--- src/verilog/wb_pkg.sv ---
package wb_pkg;

    localparam int num_slots = 4;
    localparam int num_regs  = 8;

    // far transfer opcodes load eip and cs together
    localparam int pop_far_jmp  = 36;
    localparam int pop_far_call = 35;
    localparam int pop_far_ret  = 32;

    typedef logic [63:0] data_t;
    typedef logic [31:0] addr_t;
    typedef logic [15:0] sel_t;
    typedef logic [2:0]  reg_idx_t;
    typedef logic [27:0] fip_t;        // address without low nibble
    typedef logic [36:0] pop_t;
    typedef logic [3:0]  fault_type_t; // msb is external interrupt

    typedef enum logic [1:0] {
        size_8  = 2'b00,
        size_16 = 2'b01,
        size_32 = 2'b10,
        size_64 = 2'b11
    } opsize_e;

endpackage

--- src/verilog/wb_result_if.sv ---
`timescale 1ns/1ns

interface wb_result_if
    import wb_pkg::*;
();

    logic                 valid;              // registered sample valid
    data_t                data [num_slots];
    addr_t                dest [num_slots];
    logic [num_slots-1:0] is_reg;
    logic [num_slots-1:0] is_seg;
    logic [num_slots-1:0] is_mem;
    opsize_e              size;
    logic                 far_op;             // jmp/call/ret far

    modport producer (
        output valid, data, dest, is_reg, is_seg, is_mem, size, far_op
    );

    modport consumer (
        input valid, data, dest, is_reg, is_seg, is_mem, size, far_op
    );

endinterface

--- src/verilog/wb_operand_route.sv ---
`timescale 1ns/1ns

module wb_operand_route
    import wb_pkg::*;
(
    wb_result_if.consumer        res,
    output logic [num_slots-1:0] reg_we,
    output logic [num_slots-1:0] seg_we,
    output reg_idx_t             wr_idx [num_slots],
    output data_t                wr_data [num_slots],
    output opsize_e              wr_size,
    output logic                 mem_ld,
    output addr_t                mem_addr,
    output data_t                mem_data,
    output opsize_e              mem_size
);

    logic [1:0] mem_sel;

    assign reg_we  = res.is_reg & {num_slots{res.valid}};
    assign seg_we  = res.is_seg & {num_slots{res.valid}};
    assign wr_size = res.size;

    always_comb begin
        for (int i = 0; i < num_slots; i++) begin
            wr_idx[i]  = res.dest[i][2:0];
            wr_data[i] = res.data[i];
        end
        if (res.far_op) begin
            wr_data[0] = {48'd0, res.data[0][47:32]}; // selector for cs
        end
    end

    // walk down so the lowest store slot is the one left standing
    always_comb begin
        mem_sel = 2'd0;
        for (int i = num_slots - 1; i >= 0; i--) begin
            if (res.is_mem[i]) begin
                mem_sel = i[1:0];
            end
        end
    end

    assign mem_ld   = res.valid & (|res.is_mem);
    assign mem_addr = res.dest[mem_sel];
    assign mem_data = res.data[mem_sel];
    assign mem_size = res.far_op ? size_64 : res.size; // far op stores eip:cs

endmodule

--- src/verilog/wb_branch_resolve.sv ---
`timescale 1ns/1ns

module wb_branch_resolve
    import wb_pkg::*;
(
    wb_result_if.consumer res,
    input  addr_t         eip_in,
    input  addr_t         br_fip,
    input  addr_t         br_fip_next,
    input  sel_t          cs_in,
    input  logic          br_valid,
    input  logic          br_taken,
    input  logic          br_correct,
    output addr_t         new_eip,
    output sel_t          cs_out,
    output fip_t          fip_even,
    output fip_t          fip_odd,
    output logic          is_resteer
);

    addr_t target;
    fip_t  line_cur;
    fip_t  line_next;

    assign target  = res.far_op ? res.data[0][31:0] : br_fip; // far target in slot 0
    assign new_eip = br_taken ? target : eip_in;
    assign cs_out  = (res.far_op && br_taken) ? res.data[0][47:32] : cs_in;

    assign line_cur  = br_fip[31:4];
    assign line_next = br_fip_next[31:4];

    // odd line index means the pair swaps
    assign fip_even = br_fip[4] ? line_next : line_cur;
    assign fip_odd  = br_fip[4] ? line_cur : line_next;

    assign is_resteer = res.valid & br_valid & ~br_correct; // mispredict

endmodule

--- src/verilog/wb_stage.sv ---
`timescale 1ns/1ns

module wb_stage
    import wb_pkg::*;
(
    input  logic                 clk,
    input  logic                 arst_n,
    input  logic                 valid_in,
    input  data_t                slot_data [num_slots],
    input  addr_t                slot_dest [num_slots],
    input  logic [num_slots-1:0] slot_is_reg,
    input  logic [num_slots-1:0] slot_is_seg,
    input  logic [num_slots-1:0] slot_is_mem,
    input  opsize_e              res_size,
    input  pop_t                 p_op,
    input  logic                 ie_in,
    input  logic [2:0]           ie_type_in,
    input  logic                 interrupt_in,
    input  addr_t                eip_in,
    input  sel_t                 cs_in,
    input  addr_t                br_fip,
    input  addr_t                br_fip_next,
    input  logic                 br_valid,
    input  logic                 br_taken,
    input  logic                 br_correct,
    output addr_t                eip_r,
    output sel_t                 cs_r,
    output addr_t                br_fip_r,
    output addr_t                br_fip_next_r,
    output logic                 br_valid_r,
    output logic                 br_taken_r,
    output logic                 br_correct_r,
    output logic                 fault_valid,
    output fault_type_t          fault_type,
    wb_result_if.producer        res
);

    logic       ie_r;
    logic       int_r;
    logic [2:0] ie_type_r;

    always_ff @(posedge clk or negedge arst_n) begin
        if (!arst_n) begin
            res.valid <= 1'b0;
        end else begin
            res.valid <= valid_in;
        end
    end

    always_ff @(posedge clk) begin
        res.data      <= slot_data;
        res.dest      <= slot_dest;
        res.is_reg    <= slot_is_reg;
        res.is_seg    <= slot_is_seg;
        res.is_mem    <= slot_is_mem;
        res.size      <= res_size;
        res.far_op    <= p_op[pop_far_jmp] | p_op[pop_far_call] | p_op[pop_far_ret];
        ie_r          <= ie_in;
        int_r         <= interrupt_in;
        ie_type_r     <= ie_type_in;
        eip_r         <= eip_in;
        cs_r          <= cs_in;
        br_fip_r      <= br_fip;
        br_fip_next_r <= br_fip_next;
        br_valid_r    <= br_valid;
        br_taken_r    <= br_taken;
        br_correct_r  <= br_correct;
    end

    assign fault_valid = res.valid & (ie_r | int_r);
    assign fault_type  = {int_r, ie_type_r}; // interrupt flag over class

endmodule

--- src/verilog/wb_regfile.sv ---
`timescale 1ns/1ns

module wb_regfile
    import wb_pkg::*;
(
    input  logic                 clk,
    input  logic                 arst_n,
    input  logic [num_slots-1:0] reg_we,
    input  logic [num_slots-1:0] seg_we,
    input  reg_idx_t             wr_idx [num_slots],
    input  data_t                wr_data [num_slots],
    input  opsize_e              wr_size,
    input  reg_idx_t             rd_idx,
    output data_t                rd_data,
    input  reg_idx_t             seg_rd_idx,
    output sel_t                 seg_rd_data
);

    data_t gpr [num_regs];
    sel_t  seg [num_regs];

    function automatic data_t size_merge(data_t old_val, data_t new_val, opsize_e size);
        data_t merged;
        merged = old_val;
        case (size)
            size_8:  merged[7:0]  = new_val[7:0];
            size_16: merged[15:0] = new_val[15:0];
            size_32: merged[31:0] = new_val[31:0];
            size_64: merged       = new_val;
        endcase
        return merged;
    endfunction

    always_ff @(posedge clk or negedge arst_n) begin
        if (!arst_n) begin
            for (int r = 0; r < num_regs; r++) begin
                gpr[r] <= '0;
                seg[r] <= '0;
            end
        end else begin
            for (int i = 0; i < num_slots; i++) begin // higher slot lands last
                if (reg_we[i]) begin
                    gpr[wr_idx[i]] <= size_merge(gpr[wr_idx[i]], wr_data[i], wr_size);
                end
                if (seg_we[i]) begin
                    seg[wr_idx[i]] <= wr_data[i][15:0];
                end
            end
        end
    end

    assign rd_data     = gpr[rd_idx];
    assign seg_rd_data = seg[seg_rd_idx];

endmodule

--- src/verilog/writeback_top.sv ---
`timescale 1ns/1ns

module writeback_top
    import wb_pkg::*;
(
    input  logic                 clk,
    input  logic                 arst_n,
    input  logic                 valid_in,
    input  data_t                slot_data [num_slots],
    input  addr_t                slot_dest [num_slots],
    input  logic [num_slots-1:0] slot_is_reg,
    input  logic [num_slots-1:0] slot_is_seg,
    input  logic [num_slots-1:0] slot_is_mem,
    input  opsize_e              res_size,
    input  pop_t                 p_op,
    input  logic                 ie_in,
    input  logic [2:0]           ie_type_in,
    input  logic                 interrupt_in,
    input  addr_t                eip_in,
    input  sel_t                 cs_in,
    input  addr_t                br_fip,
    input  addr_t                br_fip_next,
    input  logic                 br_valid,
    input  logic                 br_taken,
    input  logic                 br_correct,
    input  reg_idx_t             rd_idx,
    output data_t                rd_data,
    input  reg_idx_t             seg_rd_idx,
    output sel_t                 seg_rd_data,
    output logic                 valid_out,
    output logic                 mem_ld,
    output addr_t                mem_addr,
    output data_t                mem_data,
    output opsize_e              mem_size,
    output addr_t                new_eip,
    output sel_t                 cs_out,
    output fip_t                 fip_even,
    output fip_t                 fip_odd,
    output logic                 is_resteer,
    output logic                 fault_valid,
    output fault_type_t          fault_type
);

    logic [num_slots-1:0] reg_we;
    logic [num_slots-1:0] seg_we;
    reg_idx_t             wr_idx [num_slots];
    data_t                wr_data [num_slots];
    opsize_e              wr_size;
    addr_t                eip_r;
    sel_t                 cs_r;
    addr_t                br_fip_r;
    addr_t                br_fip_next_r;
    logic                 br_valid_r;
    logic                 br_taken_r;
    logic                 br_correct_r;

    wb_result_if res ();

    assign valid_out = res.valid;

    wb_stage u_stage (
        .clk           (clk),
        .arst_n        (arst_n),
        .valid_in      (valid_in),
        .slot_data     (slot_data),
        .slot_dest     (slot_dest),
        .slot_is_reg   (slot_is_reg),
        .slot_is_seg   (slot_is_seg),
        .slot_is_mem   (slot_is_mem),
        .res_size      (res_size),
        .p_op          (p_op),
        .ie_in         (ie_in),
        .ie_type_in    (ie_type_in),
        .interrupt_in  (interrupt_in),
        .eip_in        (eip_in),
        .cs_in         (cs_in),
        .br_fip        (br_fip),
        .br_fip_next   (br_fip_next),
        .br_valid      (br_valid),
        .br_taken      (br_taken),
        .br_correct    (br_correct),
        .eip_r         (eip_r),
        .cs_r          (cs_r),
        .br_fip_r      (br_fip_r),
        .br_fip_next_r (br_fip_next_r),
        .br_valid_r    (br_valid_r),
        .br_taken_r    (br_taken_r),
        .br_correct_r  (br_correct_r),
        .fault_valid   (fault_valid),
        .fault_type    (fault_type),
        .res           (res.producer)
    );

    wb_operand_route u_route (
        .res      (res.consumer),
        .reg_we   (reg_we),
        .seg_we   (seg_we),
        .wr_idx   (wr_idx),
        .wr_data  (wr_data),
        .wr_size  (wr_size),
        .mem_ld   (mem_ld),
        .mem_addr (mem_addr),
        .mem_data (mem_data),
        .mem_size (mem_size)
    );

    wb_branch_resolve u_branch (
        .res         (res.consumer),
        .eip_in      (eip_r),
        .br_fip      (br_fip_r),
        .br_fip_next (br_fip_next_r),
        .cs_in       (cs_r),
        .br_valid    (br_valid_r),
        .br_taken    (br_taken_r),
        .br_correct  (br_correct_r),
        .new_eip     (new_eip),
        .cs_out      (cs_out),
        .fip_even    (fip_even),
        .fip_odd     (fip_odd),
        .is_resteer  (is_resteer)
    );

    wb_regfile u_regfile (
        .clk         (clk),
        .arst_n      (arst_n),
        .reg_we      (reg_we),
        .seg_we      (seg_we),
        .wr_idx      (wr_idx),
        .wr_data     (wr_data),
        .wr_size     (wr_size),
        .rd_idx      (rd_idx),
        .rd_data     (rd_data),
        .seg_rd_idx  (seg_rd_idx),
        .seg_rd_data (seg_rd_data)
    );

endmodule

--- config.mk ---
export PLATFORM = sky130hd
export DESIGN_NAME = writeback_top
export DESIGN_NICKNAME = d
export VERILOG_FILES = /design/src/verilog/wb_pkg.sv /design/src/verilog/wb_result_if.sv /design/src/verilog/wb_operand_route.sv /design/src/verilog/wb_branch_resolve.sv /design/src/verilog/wb_stage.sv /design/src/verilog/wb_regfile.sv /design/src/verilog/writeback_top.sv
export SDC_FILE = /design/constraint.sdc
export NUM_CORES = 2
export LEC_CHECK = 0
export BUFFER_PORTS_ARGS = -buffer_cell sky130_fd_sc_hd__buf_2
export CORE_MARGIN = 2
export CORE_UTILIZATION = 45
export CTS_CLUSTER_DIAMETER = 60
export DETAILED_ROUTE_END_ITERATION = 10
export PLACE_DENSITY = 0.66
export REMOVE_ABC_BUFFERS = 1
export SLEW_MARGIN = 20
export SYNTH_ARGS = -nofsm -noshare
export SYNTH_HDL_FRONTEND = slang
export SYNTH_SLANG_ARGS = --single-unit
--- constraint.sdc ---
create_clock -name clk -period 2.3 [get_ports clk]
set_input_delay 0.23 -clock clk [delete_from_list [all_inputs] [get_ports clk]]
set_output_delay 0.23 -clock clk [all_outputs]
set_load 0.1 [all_outputs]
==> results.py, run 1 <==
metrics = {
    "run_status": {
        "outcome": "aborted with a tool error",
        "haltStage": "global routing (5_1_grt)",
        "stop_error": "[ERROR GRT-0116] Global routing finished with congestion. Check the congestion regions in the DRC Viewer.",
    },
    "synth": {
        "yosys_register_bits": 1156,
        "synth_top_area_share_pct": 20.8,
        "synth.area.top_cells": "dfrtp_1, dfxtp_1, mux4_2",
        "synth.most_common_cell": "nand2_1",
        "ys_types": 86,
        "ys_warn_count": 0,
        "synthesis.area_sq_um": 77300,
        "synth-edff-count": 0,
        "synth_seq_area_share_pct": 34.1,
        "syn_avg_cell_area_sq_um": 9.00,
        "ys.flop_type": "dfrtp_1",
        "synth_common_cells": "nand2_1, nor2_1, a21oi_1, dfrtp_1, o21ai_0",
        "synth_top_area_cell": "dfrtp_1",
        "synth-async-reset-ratio_pct": 55.4,
        "synthCells": 8588,
    },
    "cts": {
        "clock_path_buffers": 3,
        "cts_buffers": 152,
        "root_buffer": "clkbuf_16",
        "cts.sinks": 1156,
        "cts-htree-levels": 4,
    },
    "place": {
        "gp_congestion": 1.19,
        "numPortBuffers": 815,
        "hpwl_um": 424000,
    },
    "global_routing": {
        "grt_pass1_vias": 126000,
        "grt_pass1_wl_um": 1060000,
        "grt_overflow": 231,
        "grtUsageTotal_pct": 84.7,
        "grt_max_degree": 72,
    },
    "die": {
        "rows": 152,
        "die_w_um": 418,
        "ios": 854,
        "start_util_pct": 45.1,
        "die_y_um": 418,
    },
}
==> metrics by stage <==
step | util (%) | setup TNS [ps] | area, sq um | instances | setup slack, ps
after floorplan | - | -3267340 | 73200 | 7653 | -6750
after global placement | 59.5 | -147190 | 102000 | 12600 | -595
after detailed placement | 59.5 | -166340 | 102000 | 12600 | -645
after CTS | 75.1 | -159660 | 129000 | 14400 | -709
==> cell families after synthesis <==
kind of cell | after synthesis | synth area share (%)
AO/OA/AOI/OAI | 3251 | 28.7
AND/OR/NAND/NOR | 2178 | 11.6
flip-flops | 1156 | 34.1
multiplexers | 1047 | 20.2
buffers and inverters | 956 | 5.43
==> timing repair <==
item,CTS
endpoints found under the setup margin,922
pin swaps,294
resized for setup,1864
hold buffers,856
cloned,41
setup buffers,657
hold endpoints to repair,1157
==> routing by layer <==
| metal | GRT usage [%] | overflow |
|---|---|---|
| met1 | 85.0 | 22 |
| met2 | 95.5 | 89 |
| met3 | 76.6 | 15 |
| met4 | 80.5 | 102 |
| met5 | 54.2 | 3 |
==> inputs of run 2 (changes only) <==
Settings changed: CORE_UTILIZATION 45 to 30, CTS_CLUSTER_DIAMETER 60 to unset, PLACE_DENSITY 0.66 to unset, PLACE_DENSITY_LB_ADDON set to 0.15.
Clock period 2.3 ns to 2.99 ns, I/O delays scaled along.
==> run 2 against run 1 <==
The flow now finishes, with violations (negative setup slack). Synthesized cell count did not move. Synthesized area unchanged.
==> results.py, run 2 <==
metrics = {
    "finish": {
        "nFillCells": 24900,
        "utilization_pct": 42.4,
        "postLayoutCellArea_sq_um": 109000,
        "area_growth_pct": 40.8,
        "largestRegisters": "u_regfile.gpr x512, u_stage.res.data x256",
        "most-common-layout-cells": "buf_4, nand2_1, nor2_1, a21oi_1, buf_2",
        "layout_commonest_cell": "buf_4",
        "multiInputGateArea_sq_um": 47300,
        "regArea_sq_um": 26400,
        "final_net_count": 11100,
        "layout.cells.non_filler": 14100,
        "largest_register": "u_regfile.gpr",
        "largest_register_ffs": 512,
        "drive_gt1_share_pct": 32.8,
    },
    "synth": {
        "synth_seq_area_share_pct": 34.1,
        "synthesis.area_sq_um": 77300,
        "ys_types": 86,
        "synth.area.top_cells": "dfrtp_1, dfxtp_1, mux4_2",
        "synth-async-reset-ratio_pct": 55.4,
        "synth_common_cells": "nand2_1, nor2_1, a21oi_1, dfrtp_1, o21ai_0",
        "synth_top_area_share_pct": 20.8,
        "synthCells": 8588,
        "synth-edff-count": 0,
        "ys.flop_type": "dfrtp_1",
        "synth_top_area_cell": "dfrtp_1",
        "yosys_register_bits": 1156,
        "syn_avg_cell_area_sq_um": 9.00,
        "ys_warn_count": 0,
        "synth.most_common_cell": "nand2_1",
    },
    "die": {
        "start_util_pct": 30.1,
        "rows": 186,
        "ios": 854,
        "floorplan.die_area_sq_um": 262000,
        "core_sq_um": 256000,
        "die_w_um": 512,
        "die_y_um": 512,
    },
    "cts": {
        "cts-htree-levels": 4,
        "root_buffer": "clkbuf_16",
        "cts_buffers": 161,
        "clock_path_buffers": 4,
        "path_clk_slew_ps": 60,
        "cts_tree": "done",
        "clk_latency_ps": 890,
        "cts.sinks": 1156,
    },
    "timing": {
        "timing.final.crit_period_ps": 3120,
        "hold_ws_ps": 40.4,
        "skew_ps": 70.0,
        "rsz0062_at_grt": "true",
        "finalHoldViolCount": 0,
        "setup_tns_ps": -3080,
        "period_share_pct": 104,
        "setup_viol": 74,
        "worst_pin_slew_ps": 1290,
        "timing.final.ws_setup_ps": -130,
        "max-slew-margin-rel_pct": 13.8,
        "report.final.slew_viol_count": 0,
        "max_freq_mhz": 321,
    },
    "power_and_ir_drop": {
        "power_density_nw_per_um2": 655,
        "leakage_nw": 44.1,
        "combPwrFrac_pct": 38.7,
        "finalPower_mw": 71.3,
        "pwr-share-seq_pct": 33.1,
        "pwr-share-clk_pct": 28.1,
        "peakVddDrop_mv": 0.718,
        "intPower_mw": 41.6,
        "p_sw_share_pct": 41.7,
        "p_sw_mw": 29.8,
    },
    "worst_setup_path": {
        "cp_data_arrival_time_ps": 2820,
        "worstPathRequired_ps": 2690,
        "path_class": "reg2out",
        "critPathMaxStageDelay_ps": 680,
        "cp-end-kind": "primary output",
        "critPathTopFamily": "multiplexers",
        "critical_path.cell_chain": "a21oi_2 > nor2_4 > buf_8 > buf_16 > mux4_2 > buf_12",
        "crit_buf_inv": 3,
        "worstSetupStartpointType": "flip-flop",
        "slowest_stage": "mux4_2",
        "cp_max_fo": 7,
    },
    "place": {
        "numPortBuffers": 815,
        "hpwl_um": 427000,
        "place_area_sq_um": 96100,
        "dp.cells": 13200,
        "pre_cts_slack_ps": -204,
        "gp_congestion": 1.04,
    },
    "global_routing": {
        "grt_overflow": 0,
        "grt_pass1_vias": 90800,
        "antenna_found_initial": 72,
        "grt_max_degree": 73,
        "grt_pass1_wl_um": 811000,
        "grtUsageTotal_pct": 44.8,
    },
    "hold_path": {
        "hp-class": "in2reg",
    },
    "routing": {
        "dr.pass1.iters": 7,
        "wl_per_cell_um": 43.5,
        "wirelength_um": 614000,
        "vias": 95600,
        "viasPerCell": 6.78,
        "drc": 0,
        "postRouteAntennaNets": 0,
        "drt_iter0_drc": 15800,
    },
    "run_status": {
        "outcome": "finished with violations",
        "violations": "negative setup slack",
    },
    "flow_run": {
        "cap_violations": 0,
    },
}
[run 2: cell counts after synthesis]
No cell type changed its count.
[run 2: what timing repair did]
action                                 4_1_cts  5_1_grt
endpoints found under the hold margin      785        0
buffers inserted                            20       25
pin swaps                                    3        1
gates resized for setup                    211       90
gates cloned                                 8        9
setup endpoints to repair                  162      124
hold buffers                               523        0
[run 2: area by class of cell]
type | count | area share, %
diodes | 62 | 0.143
clock buffers | 230 | 4.46
clock inverters | 49 | 0.400
inverters | 21 | 0.0724
multi-input cells | 6476 | 43.4
flip-flops and latches | 1156 | 24.3
well taps | 3384 | 3.89
repair buffers | 2731 | 23.3
[run 2: worst paths after layout]
check,startpoint,endpoint,slack (ps),cells past startpoint
max,u_stage.res.is_mem[3]$_DFF_P_,mem_data[59],-130,6
min reg2reg,u_stage.res.data[120]$_DFF_P_,u_regfile.gpr[440]$_DFF_PN0_,640,4
min,eip_in[10],u_stage.eip_r[10]$_DFF_P_,40,2
min in group asynchronous,arst_n,u_regfile.seg[103]$_DFF_PN0_,520,3
max reg2reg,u_stage.res.dest[97]$_DFF_P_,u_regfile.gpr[353]$_DFF_PN0_,-80,7
max in group asynchronous,arst_n,u_regfile.gpr[397]$_DFF_PN0_,870,4
[run 2: worst register-to-register path, cell delays in order (launching register included)]
cell	delay (ps)
dfxtp_4	780
and3_1	580
nand2_2	290
buf_12	250
nor2_1	450
buf_4	240
a211oi_1	70
a311o_1	320
[run 2: routing by layer]
metal	global-route usage, %	vias up	wire length (um)
met5	0.110	-	569
li1	-	37100	-
met4	33.1	50	55900
met2	64.8	8500	253000
met1	54.8	47600	227000
met3	15.5	2381	77700
[run 2: cell families (layout without fill, tap and decap cells)]
group	count (synthesis)	count (layout)	share of synthesized area (%)
muxes	1047	1047	20.2
AOI/OAI and AO/OA	3251	3251	28.7
and+or+nand+nor	2178	2178	11.6
buffers and inverters	956	3031	5.43
other	0	62	0
DFF	1156	1156	34.1
[run 2: power by group through the flow]
| stage | logic, mW | clock network [mW] | registers, mW |
|---|---|---|---|
| floorplan | 17.4 | 0 | 21.3 |
| global placement | 25.5 | 0 | 23.4 |
| detailed placement | 25.7 | 0 | 23.4 |
| CTS | 26.7 | 20.2 | 23.1 |
| global route | 28.8 | 20.8 | 23.6 |
| finish | 27.6 | 20.1 | 23.6 |
Note: power is estimated with default switching activity, not from simulation.
